===== config.mk =====
export PLATFORM = sky130hd
export DESIGN_NAME = led_matrix_top
export DESIGN_NICKNAME = d
export VERILOG_FILES = /design/src/design/led_matrix_pkg.sv /design/src/design/led_matrix_top.sv /design/src/design/row_driver.sv /design/src/design/row_orient.sv /design/src/design/scan_ctrl.sv /design/src/design/wb_frame_regs.sv
export SDC_FILE = /design/constraint.sdc
export NUM_CORES = 1
export LEC_CHECK = 0
export BUFFER_PORTS_ARGS = -buffer_cell sky130_fd_sc_hd__buf_4
export CORE_ASPECT_RATIO = 0.6
export CORE_UTILIZATION = 59
export CTS_CLUSTER_SIZE = 20
export DETAILED_ROUTE_END_ITERATION = 10
export PLACE_DENSITY = 0.81
export SYNTH_ARGS = -nofsm -noshare
export SYNTH_HDL_FRONTEND = slang
export SYNTH_SLANG_ARGS = --single-unit

===== constraint.sdc =====
create_clock -name clk -period 6 [get_ports clk]
set_input_delay 1.2 -clock clk [delete_from_list [all_inputs] [get_ports clk]]
set_output_delay 1.2 -clock clk [all_outputs]
set_load 0.1 [all_outputs]

===== src/design/led_matrix_pkg.sv =====
package led_matrix_pkg;

    localparam int MATRIX_ROWS = 8;
    localparam int MATRIX_COLS = 8;

    typedef logic [$clog2(MATRIX_ROWS)-1:0] row_idx_t;
    typedef logic [MATRIX_COLS-1:0]         row_bits_t;   // bit c drives column c

    // one frame seen as row bytes or as two bus words
    typedef union packed
    {
        row_bits_t [MATRIX_ROWS-1:0] rows;    // row r at bits 8r+7..8r
        logic [1:0][31:0]            words;   // word 0 holds rows 0..3
    } frame_u;

    typedef enum logic [2:0]
    {
        ORIENT_PLAIN     = 3'd0,
        ORIENT_MIRROR    = 3'd1,   // columns reversed
        ORIENT_PLAIN_ALT = 3'd2,   // same picture as plain
        ORIENT_ROT_UP    = 3'd3,
        ORIENT_ROT_DOWN  = 3'd4
    } orient_e;

    localparam logic [1:0] ADDR_FRAME_LO = 2'd0;
    localparam logic [1:0] ADDR_FRAME_HI = 2'd1;
    localparam logic [1:0] ADDR_MODE     = 2'd2;

    typedef struct packed
    {
        logic        cyc;
        logic        stb;
        logic        we;
        logic [1:0]  adr;
        logic [31:0] wdata;
    } wb_req_t;

    typedef struct packed
    {
        logic        ack;
        logic [31:0] rdata;
    } wb_rsp_t;

endpackage


===== src/design/led_matrix_top.sv =====
module led_matrix_top #(
    parameter int CLK_FREQ  = 10000000,
    parameter int SCAN_FREQ = 125000
) (
    input  logic                                   clk,
    input  logic                                   rst,
    input  led_matrix_pkg::wb_req_t                bus_req,
    output led_matrix_pkg::wb_rsp_t                bus_rsp,
    output logic [led_matrix_pkg::MATRIX_ROWS-1:0] row_sel,
    output led_matrix_pkg::row_bits_t              col_sel
);
    import led_matrix_pkg::*;

    logic      frame_start;
    logic      load;
    row_idx_t  row_idx;
    frame_u    active_frame;
    orient_e   active_mode;
    row_bits_t row_pattern;

    scan_ctrl #(
        .CLK_FREQ  (CLK_FREQ),
        .SCAN_FREQ (SCAN_FREQ)
    ) u_scan_ctrl (
        .clk         (clk),
        .rst         (rst),
        .frame_start (frame_start),
        .load        (load),
        .row_idx     (row_idx)
    );

    wb_frame_regs u_wb_frame_regs (
        .clk          (clk),
        .rst          (rst),
        .frame_start  (frame_start),
        .bus_req      (bus_req),
        .bus_rsp      (bus_rsp),
        .active_frame (active_frame),
        .active_mode  (active_mode)
    );

    row_orient u_row_orient (
        .active_frame (active_frame),
        .active_mode  (active_mode),
        .row_idx      (row_idx),
        .row_pattern  (row_pattern)
    );

    row_driver u_row_driver (
        .clk         (clk),
        .rst         (rst),
        .load        (load),
        .row_idx     (row_idx),
        .row_pattern (row_pattern),
        .row_sel     (row_sel),
        .col_sel     (col_sel)
    );

endmodule


===== src/design/row_driver.sv =====
module row_driver (
    input  logic                                   clk,
    input  logic                                   rst,
    input  logic                                   load,
    input  led_matrix_pkg::row_idx_t               row_idx,
    input  led_matrix_pkg::row_bits_t              row_pattern,
    output logic [led_matrix_pkg::MATRIX_ROWS-1:0] row_sel,
    output led_matrix_pkg::row_bits_t              col_sel
);
    import led_matrix_pkg::*;

    logic [MATRIX_ROWS-1:0] row_onehot;
    logic                   row_empty;

    assign row_empty  = (row_pattern == '0);
    assign row_onehot = MATRIX_ROWS'(1) << row_idx;

    always_ff @(posedge clk or posedge rst)
    begin
        if (rst)
        begin
            row_sel <= '1;   // all rows off
            col_sel <= '0;
        end
        else if (load)
        begin
            col_sel <= row_pattern;
            if (row_empty)
                row_sel <= '1;   // empty row stays dark
            else
                row_sel <= ~row_onehot;   // active low
        end
    end

    a_one_row: assert property (
        @(posedge clk) disable iff (rst)
        $onehot0(~row_sel)
    ) else $error("row_driver: more than one row selected");

endmodule


===== src/design/row_orient.sv =====
module row_orient (
    input  led_matrix_pkg::frame_u    active_frame,
    input  led_matrix_pkg::orient_e   active_mode,
    input  led_matrix_pkg::row_idx_t  row_idx,
    output led_matrix_pkg::row_bits_t row_pattern
);
    import led_matrix_pkg::*;

    localparam row_idx_t ROW_LAST = row_idx_t'(MATRIX_ROWS - 1);

    row_bits_t plain_row;
    row_bits_t mirror_row;
    row_bits_t up_row;
    row_bits_t down_row;
    row_idx_t  flip_idx;

    assign flip_idx  = ROW_LAST - row_idx;   // 7 - r
    assign plain_row = active_frame.rows[row_idx];

    // rotations take a column slice, so the matrix has to be square
    always_comb
    begin
        for (int c = 0; c < MATRIX_COLS; c++)
        begin
            mirror_row[c] = plain_row[MATRIX_COLS-1-c];
            up_row[c]     = active_frame.rows[c][flip_idx];
            down_row[c]   = active_frame.rows[MATRIX_ROWS-1-c][row_idx];
        end
    end

    always_comb
    begin
        case (active_mode)
            ORIENT_PLAIN,
            ORIENT_PLAIN_ALT: row_pattern = plain_row;
            ORIENT_MIRROR:    row_pattern = mirror_row;
            ORIENT_ROT_UP:    row_pattern = up_row;     // in[c][7-r]
            ORIENT_ROT_DOWN:  row_pattern = down_row;   // in[7-c][r]
            default:          row_pattern = '0;         // modes 5..7 show nothing
        endcase
    end

endmodule


===== src/design/scan_ctrl.sv =====
module scan_ctrl #(
    parameter int CLK_FREQ  = 10000000,
    parameter int SCAN_FREQ = 125000
) (
    input  logic                     clk,
    input  logic                     rst,
    output logic                     frame_start,
    output logic                     load,
    output led_matrix_pkg::row_idx_t row_idx
);
    import led_matrix_pkg::*;

    localparam int SCAN_DIV = CLK_FREQ / (SCAN_FREQ * MATRIX_ROWS);
    localparam int TIMER_W  = (SCAN_DIV > 2) ? $clog2(SCAN_DIV) : 1;

    localparam logic [TIMER_W-1:0] TIMER_LAST = TIMER_W'(SCAN_DIV - 1);
    localparam row_idx_t           ROW_LAST   = row_idx_t'(MATRIX_ROWS - 1);

    logic [TIMER_W-1:0] timer;
    logic               terminal;

    if (SCAN_DIV < 2)
    begin : g_div_check
        $fatal(1, "scan_ctrl: clock too slow for scan rate, SCAN_DIV = %0d", SCAN_DIV);
    end

    assign terminal = (timer == TIMER_LAST);

    // active regs load on the same edge that brings row 0
    assign frame_start = terminal && (row_idx == ROW_LAST);

    always_ff @(posedge clk or posedge rst)
    begin
        if (rst)
        begin
            timer   <= '0;
            row_idx <= ROW_LAST;   // first advance lands on row 0
            load    <= 1'b0;
        end
        else
        begin
            load <= terminal;   // one cycle after row_idx moves
            if (terminal)
            begin
                timer <= '0;
                if (row_idx == ROW_LAST)
                    row_idx <= '0;
                else
                    row_idx <= row_idx + 1'b1;
            end
            else
            begin
                timer <= timer + 1'b1;
            end
        end
    end

    a_load_apart: assert property (
        @(posedge clk) disable iff (rst)
        !(load && frame_start)
    ) else $error("scan_ctrl: load and frame_start in the same cycle");

endmodule


===== src/design/wb_frame_regs.sv =====
module wb_frame_regs (
    input  logic                    clk,
    input  logic                    rst,
    input  logic                    frame_start,
    input  led_matrix_pkg::wb_req_t bus_req,
    output led_matrix_pkg::wb_rsp_t bus_rsp,
    output led_matrix_pkg::frame_u  active_frame,
    output led_matrix_pkg::orient_e active_mode
);
    import led_matrix_pkg::*;

    frame_u      shadow_frame;
    orient_e     shadow_mode;
    logic        ack_q;
    logic        access;
    logic [31:0] rd_data;

    assign access = bus_req.cyc && bus_req.stb && !ack_q;   // request not yet answered

    always_ff @(posedge clk or posedge rst)
    begin
        if (rst)
            ack_q <= 1'b0;
        else
            ack_q <= access;   // single cycle, drops next
    end

    always_ff @(posedge clk or posedge rst)
    begin
        if (rst)
        begin
            shadow_frame <= '0;
            shadow_mode  <= ORIENT_PLAIN;
        end
        else if (access && bus_req.we)
        begin
            case (bus_req.adr)
                ADDR_FRAME_LO: shadow_frame.words[0] <= bus_req.wdata;
                ADDR_FRAME_HI: shadow_frame.words[1] <= bus_req.wdata;
                ADDR_MODE:     shadow_mode <= orient_e'(bus_req.wdata[2:0]);
                default:       ;   // addr 3 has no register
            endcase
        end
    end

    // shadow copies go live only between frames so a scan never tears
    always_ff @(posedge clk or posedge rst)
    begin
        if (rst)
        begin
            active_frame <= '0;
            active_mode  <= ORIENT_PLAIN;
        end
        else if (frame_start)
        begin
            active_frame <= shadow_frame;
            active_mode  <= shadow_mode;
        end
    end

    always_comb
    begin
        case (bus_req.adr)
            ADDR_FRAME_LO: rd_data = shadow_frame.words[0];
            ADDR_FRAME_HI: rd_data = shadow_frame.words[1];
            ADDR_MODE:     rd_data = {29'd0, shadow_mode};
            default:       rd_data = '0;
        endcase
    end

    assign bus_rsp = '{ack: ack_q, rdata: rd_data};

    a_ack_single: assert property (
        @(posedge clk) disable iff (rst)
        ack_q |=> !ack_q
    ) else $error("wb_frame_regs: ack held longer than one cycle");

    a_ack_req: assert property (
        @(posedge clk) disable iff (rst)
        ack_q |-> $past(bus_req.cyc && bus_req.stb)
    ) else $error("wb_frame_regs: ack without a preceding request");

endmodule


==> results_dict.tcl, run 1 <==
set metrics [dict create \
    cts-root-buf "clkbuf_16" \
    worstPathArrival_ns 2.53 \
    yosysTopAreaCellShare_pct 45.0 \
    grt_use_met2_pct 43.6 \
    areaGrowthSynthToFinish_pct 15.8 \
    hold_viol 0 \
    drcViolationCount 0 \
    p_clk_share_pct 37.2 \
    vdd_drop_max_v 0.000196 \
    gr-usage-met1_pct 46.9 \
    synth-compound-area-share_pct 5.48 \
    critPathCaptureType "output pin" \
    cts_setup_buffers 0 \
    grt_max_degree 117 \
    grt_pass1_wl_um 32500 \
    hold_buffers 0 \
    swShare_pct 32.1 \
    fin_skew_ns 0.0154 \
    synth_top_family_by_area "multiplexers" \
    grt_pass1_vias 5559 \
    drt_iter0_drc 412 \
    clkSinkCount 159 \
    startpoint_type "input port" \
    core_sq_um 13200 \
    fillers 885 \
    status "complete, no violations" \
    power_mw 2.87 \
    rsz0062_at_grt "false" \
    cts_inserted_buffers 17 \
    synth-async-reset-ratio_pct 100 \
    clk_latency_ns 0.42 \
    slew_violations 0 \
    slew_headroom_pct 16.4 \
    synth_edf_count 0 \
    synth.avg_cell_area_sq_um 12.6 \
    min_path_type "flop to flop" \
    post-route-min-period_ns 3.73 \
    synthTopCellsByArea "dfrtp_1 45%, mux2_2 17%, mux2i_1 9.5%" \
    die_y_um 93.4 \
    routed_wl_um 20700 \
    yosys.area_share.adder_pct 0.913 \
    fin_crit_sh_pct 62.1 \
    maxCapViolations 0 \
    tns_ns 0 \
    setup_viol 0 \
    criticalPathCategory "input port to output pin" \
    drt_first_pass_iters 5 \
    cts_tree "built" \
    fp-row-count 32 \
    multi_input_area_sq_um 3990 \
    worstMarginPinSlew_ns 1.25 \
    synthMuxAreaShare_pct 33.6 \
    gr-usage-met3_pct 6.35 \
    cp_max_fo 35 \
    syn-instance-count 654 \
    grt.total_usage_pct 30.2 \
    cp.required_ns 4.80 \
    post_drt_via_cell_ratio 6.31 \
    ys.flop_type "dfrtp_1" \
    routabilityCongestion 0.942 \
    die_x_um 154 \
    synth_fp_nets 699 \
    p_sw_uw 922 \
    hpwl_um 14600 \
    drive_gt1_share_pct 39.1 \
    cts.path.max_buffers 2 \
    diodes 0 \
    p_int_mw 1.95 \
    yosys_register_bits 159 \
    cts.htree.levels 4 \
    ant_nets 0 \
    io_pins 88 \
    portBuffers 87 \
    netlist.top_cell.by_area "dfrtp_1" \
    busiest_layer "met1" \
    netlist_area_sq_um 8220 \
    ys_warn_count 0 \
    cellLeakagePower_nw 4.45 \
    combinationalPowerShare_pct 18.4 \
    antenna_found_initial 0 \
    vias 5718 \
    synthXorXnorAreaFrac_pct 0.107 \
    clk_pin_slew_ns 0.07 \
    initial_core_util_pct 62.2 \
    grt_overflow_total 0 \
    die_area_sq_um 14400 \
    yosys.area_share.simple_pct 8.28 \
    max_freq_ghz 0.268 \
    pwr-share-seq_pct 44.4 \
    fin_nets 768 \
    cts_resized 0 \
    routedWlPerCell_um 22.8 \
    ys_seq_area_share_pct 48.6 \
    power_density_nw_per_um2 302 \
    ys_types 54 \
    regArea_sq_um 3990 \
]
Yosys cell counts (all sizes together) (2+ instances only):
cell type    n
a41oi        4
ha           6
dfrtp      148
nand2       36
buf         23
inv          6
and3         4
a22oi       11
dfstp       11
nor3b        5
and2         5
a31oi        7
nand2b       9
mux4        19
nor2        50
o21ai       13
mux2i       78
nand3       12
a221oi       4
o2111ai      2
nor3         2
nor2b        5
a32oi        8
nor4         2
nand4        5
clkbuf      20
or3b         2
a21oi        6
mux2       138
cell usage in the layout, fill, tap and decap left out, types with 5 or more instances in the layout:
cell type,instances
mux2_2,121
mux2_1,17
nor2b_1,5
mux4_2,18
dfrtp_1,148
a21oi_1,6
a32oi_1,8
clkbuf_16,17
mux2i_1,78
nor3b_1,5
a22oi_1,11
a31oi_1,7
o21ai_0,12
nand3_1,12
ha_1,6
nand2b_1,9
buf_4,92
inv_6,6
nor2_1,49
dfstp_2,11
nand2_1,35
flip-flops by register name (all words and copies together) (netlist names):
signal                        flops
u_scan_ctrl.load                  1
u_wb_frame_regs.active_mode       3
u_scan_ctrl.row_idx               3
u_wb_frame_regs.shadow_frame     64
u_row_driver.col_sel              8
u_wb_frame_regs.active_frame     64
u_wb_frame_regs.ack_q             1
u_row_driver.row_sel              8
u_scan_ctrl.timer                 4
u_wb_frame_regs.shadow_mode       3
power groups by stage:
stage,Combinational (mW),Clock (mW),Sequential (mW)
floorplan,0.426,0,1.26
global placement,0.515,0,1.28
detailed placement,0.528,0,1.29
CTS,0.531,1.08,1.27
global route,0.555,1.13,1.29
finish,0.527,1.07,1.27
critical path, cell delays in order:
cell	delay [ns]
buf_4	0.49
nor2b_1	0.33
nand2_1	0.10
o21ai_0	0.08
buf_4	0.32
metal layers:
metal | share of wire (%) | up-vias
met5 | 0 | -
met2 | 43 | 240
li1 | - | 2539
met3 | 6.6 | 15
met4 | 0.64 | 0
met1 | 50 | 2924
logic make-up (layout without fill, tap and decap cells):
group	Yosys count	after routing
xor gates and xnor gates	1	1
DFF	159	159
AOI/OAI and AO/OA	63	63
buffers and inverters	49	131
adders and majority gates	6	6
and+or+nand+nor	141	141
muxes	235	235
final cells by class:
class	count	area share [%]
Clock buffer	18	4.61
Clock inverter	14	1.55
Inverter	6	0.289
Multi-Input combinational cell	446	41.9
Sequential cell	159	41.9
Tap cell	170	2.23
Timing Repair Buffer	93	7.47
final timing paths:
path	startpoint	end	slack, ns	cells after the start
setup / recovery	bus_req[32]	bus_rsp[2]	2.27	5
hold / removal	u_wb_frame_regs.ack_q	u_wb_frame_regs.ack_q	0.45	1
setup reg to reg	u_scan_ctrl.row_idx[0]	u_row_driver.row_sel[5]	2.52	7
hold reg to reg	u_wb_frame_regs.ack_q	u_wb_frame_regs.ack_q	0.45	1
max in group asynchronous	rst	u_wb_frame_regs.active_frame[28]	3.83	3
min in group asynchronous	rst	u_wb_frame_regs.shadow_frame[47]	1.02	2
metrics by stage:
stage	std cells	util [%]	hold WS (ns)	setup slack [ns]	cell area, sq um
finish	906	72.0	0.448	2.27	9520
global route	906	72.0	0.462	2.20	9520
CTS	906	72.0	0.448	2.28	9520
detailed placement	874	67.6	0.438	2.30	8930
global placement	874	67.6	0.435	2.30	8930
floorplan	654	-	0.421	0.527	8220
Note: power is estimated with default switching activity, not from simulation.
==> run 2, diff against run 1 <==
==> constraint.sdc (replaced) <==
create_clock -name clk -period 3.72 [get_ports clk]
set_input_delay 0.744 -clock clk [delete_from_list [all_inputs] [get_ports clk]]
set_output_delay 0.744 -clock clk [all_outputs]
set_load 0.1 [all_outputs]
==> run 2 against run 1 <==
Cell count up 0.99%. Critical path type is now flop to flop. Sequential cell count unchanged. Global-route usage up 3.2 points. Clock skew up 0.0027 ns. First-iteration DRC count up 43%. Critical path depth up 3. Non-clock buffer count up 9.
==> results_dict.tcl, run 2 (synthesis results as in run 1) <==
set metrics [dict create \
    critPathCaptureType "flop" \
    fp-row-count 32 \
    grt.total_usage_pct 33.4 \
    combinationalPowerShare_pct 18.3 \
    layout_common_cells "148 x dfrtp_1, 121 x mux2_2, 99 x buf_4" \
    p_clk_share_pct 38.1 \
    grt_pass1_vias 6080 \
    status "complete, no violations" \
    max_freq_ghz 0.315 \
    p_int_mw 3.21 \
    place_area_sq_um 9020 \
    io_pins 88 \
    worstPathArrival_ns 3.50 \
    drcViolationCount 0 \
    grt_max_degree 68 \
    portBuffers 87 \
    r2r_start "u_scan_ctrl.row_idx[1]" \
    diodes 0 \
    power_mw 4.72 \
    criticalPathCategory "flop to flop" \
    hpwl_um 16600 \
    drt_iter0_drc 590 \
    cts-root-buf "clkbuf_16" \
    ant_nets 0 \
    cts_resized 0 \
    cts_tree "built" \
    post-route-min-period_ns 3.18 \
    fin_nets 777 \
    slew_violations 0 \
    cts.htree.levels 4 \
    cts_setup_buffers 0 \
    vdd_drop_max_v 0.000320 \
    cellLeakagePower_nw 4.51 \
    swShare_pct 31.9 \
    worstMarginPinSlew_ns 0.922 \
    drt_first_pass_iters 7 \
    clk_pin_slew_ns 0.07 \
    vias 6005 \
    grt_overflow_total 0 \
    routabilityCongestion 0.975 \
    pwr-share-seq_pct 43.7 \
    fillers 897 \
    startpoint_type "flop" \
    fin_util_pct 72.9 \
    min_path_type "input port to async pin" \
    final_common_cell "dfrtp_1" \
    hold_buffers 0 \
    critical_path.startpoint "u_scan_ctrl.row_idx[1]" \
    design_area_sq_um 9630 \
    reg_top3 "u_wb_frame_regs.active_frame x64, u_wb_frame_regs.shadow_frame x64" \
    fin_crit_sh_pct 85.4 \
    setup_viol 0 \
    drive_gt1_share_pct 39.9 \
    tns_ns 0 \
    cts.path.max_buffers 2 \
    die_area_sq_um 14400 \
    routedWlPerCell_um 24.7 \
    die_y_um 93.4 \
    rsz0062_at_grt "false" \
    maxCapViolations 0 \
    antenna_found_initial 1 \
    die_x_um 154 \
    core_sq_um 13200 \
    power_density_nw_per_um2 490 \
    post_drt_via_cell_ratio 6.56 \
    clk_latency_ns 0.42 \
    areaGrowthSynthToFinish_pct 17.1 \
    fin_skew_ns 0.0182 \
    slew_headroom_pct 38.4 \
    cp.required_ns 4.04 \
    p_sw_mw 1.50 \
    routed_wl_um 22600 \
    clkSinkCount 159 \
    cp_max_fo 20 \
    grt_pass1_wl_um 35400 \
    cts_inserted_buffers 17 \
    initial_core_util_pct 62.2 \
    hold_viol 0 \
]
[run 2: changes by cell type in the layout (fill, tap and decap cells not counted), sizes merged]
cell      previous run  this run
buf                 93       102
clkinv               5         3
clkinvlp             1         2
bufinv               1         2
[run 2: final timing paths]
path                                                          to  slack (ns)  cells past startpoint
worst max-delay path                     u_row_driver.row_sel[2]        0.54                      8
min in group clk                           u_wb_frame_regs.ack_q        0.46                      1
max in group asynchronous                 u_scan_ctrl.row_idx[2]        2.50                      3
worst max register to register           u_row_driver.row_sel[2]        0.54                      8
worst min-delay path            u_wb_frame_regs.shadow_frame[47]        0.41                      2
worst min register to register             u_wb_frame_regs.ack_q        0.46                      1
[run 2: layout make-up]
class / instances / area (sq um) / area share [%]
clock buffers: 18 / 439 / 4.56
clock inverters: 14 / 168 / 1.74
inverters: 6 / 26.3 / 0.273
multi-input cells: 446 / 3990 / 41.4
flip-flops and latches: 159 / 3990 / 41.5
well taps: 170 / 213 / 2.21
repair buffers: 102 / 803 / 8.34
[run 2: metrics by stage]
| stage | cells | hold slack [ns] | worst slack [ns] |
|---|---|---|---|
| final | 915 | 0.405 | 0.544 |
| after global routing | 915 | 0.453 | 0.367 |
| after CTS | 915 | 0.419 | 0.581 |
| after detailed placement | 883 | 0.446 | 0.653 |
| after global placement | 883 | 0.435 | 0.728 |
| after floorplan | 654 | 0.421 | -0.379 |
[run 2: power groups by stage]
| stage | combinational (mW) | sequential, mW | clock [mW] |
|---|---|---|---|
| 2_1_floorplan | 0.687 | 2.03 | 0 |
| 3_3_place_gp | 0.834 | 2.07 | 0 |
| 3_5_place_dp | 0.865 | 2.09 | 0 |
| 4_1_cts | 0.868 | 2.06 | 1.81 |
| 5_1_grt | 0.905 | 2.08 | 1.89 |
| 6_report | 0.863 | 2.06 | 1.80 |
[run 2: critical path, stage by stage, from the launching register on]
cell and delay, ns:
dfstp_2 0.91, buf_4 0.34, mux4_2 0.33, and3_1 0.21, nor4_1 0.38, o221a_2 0.28
and2_1 0.13, nand4_2 0.22, a31oi_1 0.31
[run 2: routing by layer]
layer  share of wire [%]  track usage, %  vias up
met5                   0               0        -
met4                 1.6            8.25        0
met3                 9.9            11.6       49
met2                  43            49.8      343
met1                  45            47.0     3047
li1                    -               -     2566
==> run 3, diff against run 2 <==
--- a/config.mk
+++ b/config.mk
@@ -6,11 +6,11 @@
 export NUM_CORES = 1
 export LEC_CHECK = 0
 export BUFFER_PORTS_ARGS = -buffer_cell sky130_fd_sc_hd__buf_4
-export CORE_ASPECT_RATIO = 0.6
+export CAP_MARGIN = 40
 export CORE_UTILIZATION = 59
 export CTS_CLUSTER_SIZE = 20
 export DETAILED_ROUTE_END_ITERATION = 10
-export PLACE_DENSITY = 0.81
+export PLACE_DENSITY = 0.8
 export SYNTH_ARGS = -nofsm -noshare
 export SYNTH_HDL_FRONTEND = slang
 export SYNTH_SLANG_ARGS = --single-unit
==> run 3 against run 2 <==
Core utilization is 1.3 points lower. Maximum frequency fell by 0.22%. Via count shrank 3.4%. Clock-buffer cell count unchanged. First-iteration DRC count is 19% lower. Register-to-register slack hardly changed. Design area fell by 0.44%. Setup slack worse by 0.0072 ns. Sequential cell count is the same.
==> results_dict.tcl, run 3 (synthesis results as in run 1) <==
set metrics [dict create \
    cts_inserted_buffers 17 \
    max_freq_ghz 0.314 \
    post-route-min-period_ns 3.18 \
    clk_latency_ns 0.43 \
    maxCapViolations 0 \
    setup_viol 0 \
    reg_top3 "u_wb_frame_regs.active_frame x64, u_wb_frame_regs.shadow_frame x64" \
    min_path_type "input port to async pin" \
    vdd_drop_max_v 0.000497 \
    hpwl_um 15100 \
    hold_slack_ns 0.462 \
    final_common_cell "dfrtp_1" \
    die_x_um 120 \
    drcViolationCount 0 \
    drive_gt1_share_pct 39.5 \
    status "complete, no violations" \
    grt_pass1_vias 5853 \
    cellLeakagePower_nw 4.48 \
    die_area_sq_um 14400 \
    worstMarginPinSlew_ns 0.854 \
    routedWlPerCell_um 23.2 \
    fin_skew_ns 0.00983 \
    cts_resized 0 \
    io_pins 88 \
    grt.total_usage_pct 31.5 \
    clkSinkCount 159 \
    routabilityCongestion 0.989 \
    slowest_stage "dfstp_2" \
    fin_nets 775 \
    layout_common_cells "148 x dfrtp_1, 121 x mux2_2, 97 x buf_4" \
    cp_max_fo 30 \
    worstPathCellList "buf_4, mux4_2, o21ai_0, o2111ai_1, nor4_2, nand4_2, a41oi_1" \
    core_sq_um 13400 \
    cts_tree "built" \
    ant_nets 0 \
    grt_overflow_total 0 \
    fin_util_pct 71.6 \
    cts.htree.levels 4 \
    routed_wl_um 21400 \
    grt_max_degree 84 \
    hold_viol 0 \
    drt_iter0_drc 477 \
    cp.required_ns 4.05 \
    critPathCaptureType "flop" \
    slew_headroom_pct 43.1 \
    worstPathArrival_ns 3.52 \
    portBuffers 87 \
    vias 5802 \
    critPathMaxStageDelay_ns 0.80 \
    fillers 943 \
    fp-row-count 42 \
    cts_setup_buffers 0 \
    hold_buffers 0 \
    post_drt_via_cell_ratio 6.31 \
    die_y_um 120 \
    initial_core_util_pct 61.4 \
    slew_violations 0 \
    tns_ns 0 \
    cts-root-buf "clkbuf_16" \
    cts.path.max_buffers 2 \
    areaGrowthSynthToFinish_pct 16.6 \
    fin_crit_sh_pct 85.6 \
    criticalPathCategory "flop to flop" \
    grt_pass1_wl_um 33600 \
    startpoint_type "flop" \
    rsz0062_at_grt "false" \
    antenna_found_initial 1 \
    clk_pin_slew_ns 0.06 \
    power_density_nw_per_um2 485 \
    drt_first_pass_iters 5 \
]
## run 3: changes by cell type in the layout (fill, tap and decap cells not counted), sizes merged
cell,before,now
inv,13,10
buf,102,100
clkinv,3,4
clkinvlp,2,3
diode,0,1
## run 3: routing by layer
| layer | up-vias | part of all wire [%] | track usage (%) |
|---|---|---|---|
| li1 | 2571 | - | - |
| met1 | 2949 | 43 | 43.6 |
| met2 | 238 | 49 | 49.7 |
| met3 | 44 | 5.8 | 6.23 |
| met4 | 0 | 2.2 | 10.7 |
| met5 | - | 0 | 0 |
## run 3: power by group
part           leakage, nW  switching [mW]  total [mW]  internal, mW
clock network        0.281           0.743        1.74          1.00
registers             2.07           0.144        2.05          1.91
logic                 2.13           0.582       0.852         0.270
total                 4.48            1.47        4.65          3.18
## run 3: final cells by class
| type | count | area [sq um] | area share, % |
|---|---|---|---|
| clock buffers | 18 | 429 | 4.48 |
| well taps | 176 | 220 | 2.30 |
| diodes | 1 | 2.50 | 0.0261 |
| flip-flops and latches | 159 | 3990 | 41.6 |
| clock inverters | 13 | 155 | 1.62 |
| repair buffers | 100 | 773 | 8.06 |
| inverters | 6 | 26.3 | 0.274 |
| multi-input cells | 446 | 3990 | 41.6 |
## run 3: metrics by stage
step	power, mW	cell area (sq um)	cells	setup slack, ns
floorplan	2.72	8230	654	-0.379
global placement	2.90	9000	886	0.741
detailed placement	2.94	9000	887	0.602
CTS	4.68	9590	918	0.585
global route	4.81	9590	918	0.381
finish	4.65	9590	919	0.536
## run 3: path summary, 6_finish.rpt
kind	start	end	slack, ns	cells after the start
setup / recovery	u_scan_ctrl.row_idx[2]	u_row_driver.row_sel[5]	0.54	7
hold / removal	rst	u_wb_frame_regs.shadow_frame[48]	0.46	2
setup reg to reg	u_scan_ctrl.row_idx[2]	u_row_driver.row_sel[5]	0.54	7
hold reg to reg	u_wb_frame_regs.ack_q	u_wb_frame_regs.ack_q	0.49	1
max in group asynchronous	rst	u_wb_frame_regs.shadow_frame[25]	2.26	3
min in group clk	u_wb_frame_regs.ack_q	u_wb_frame_regs.ack_q	0.49	1
## run 3: worst max-delay path: cells and delay by family (launching register included)
family,cells,cell delay [ns]
buffers and inverters,1,0.46
flip-flops,1,0.80
AND/OR/NAND/NOR,2,0.58
multiplexers,1,0.55
AO/OA/AOI/OAI,3,0.69
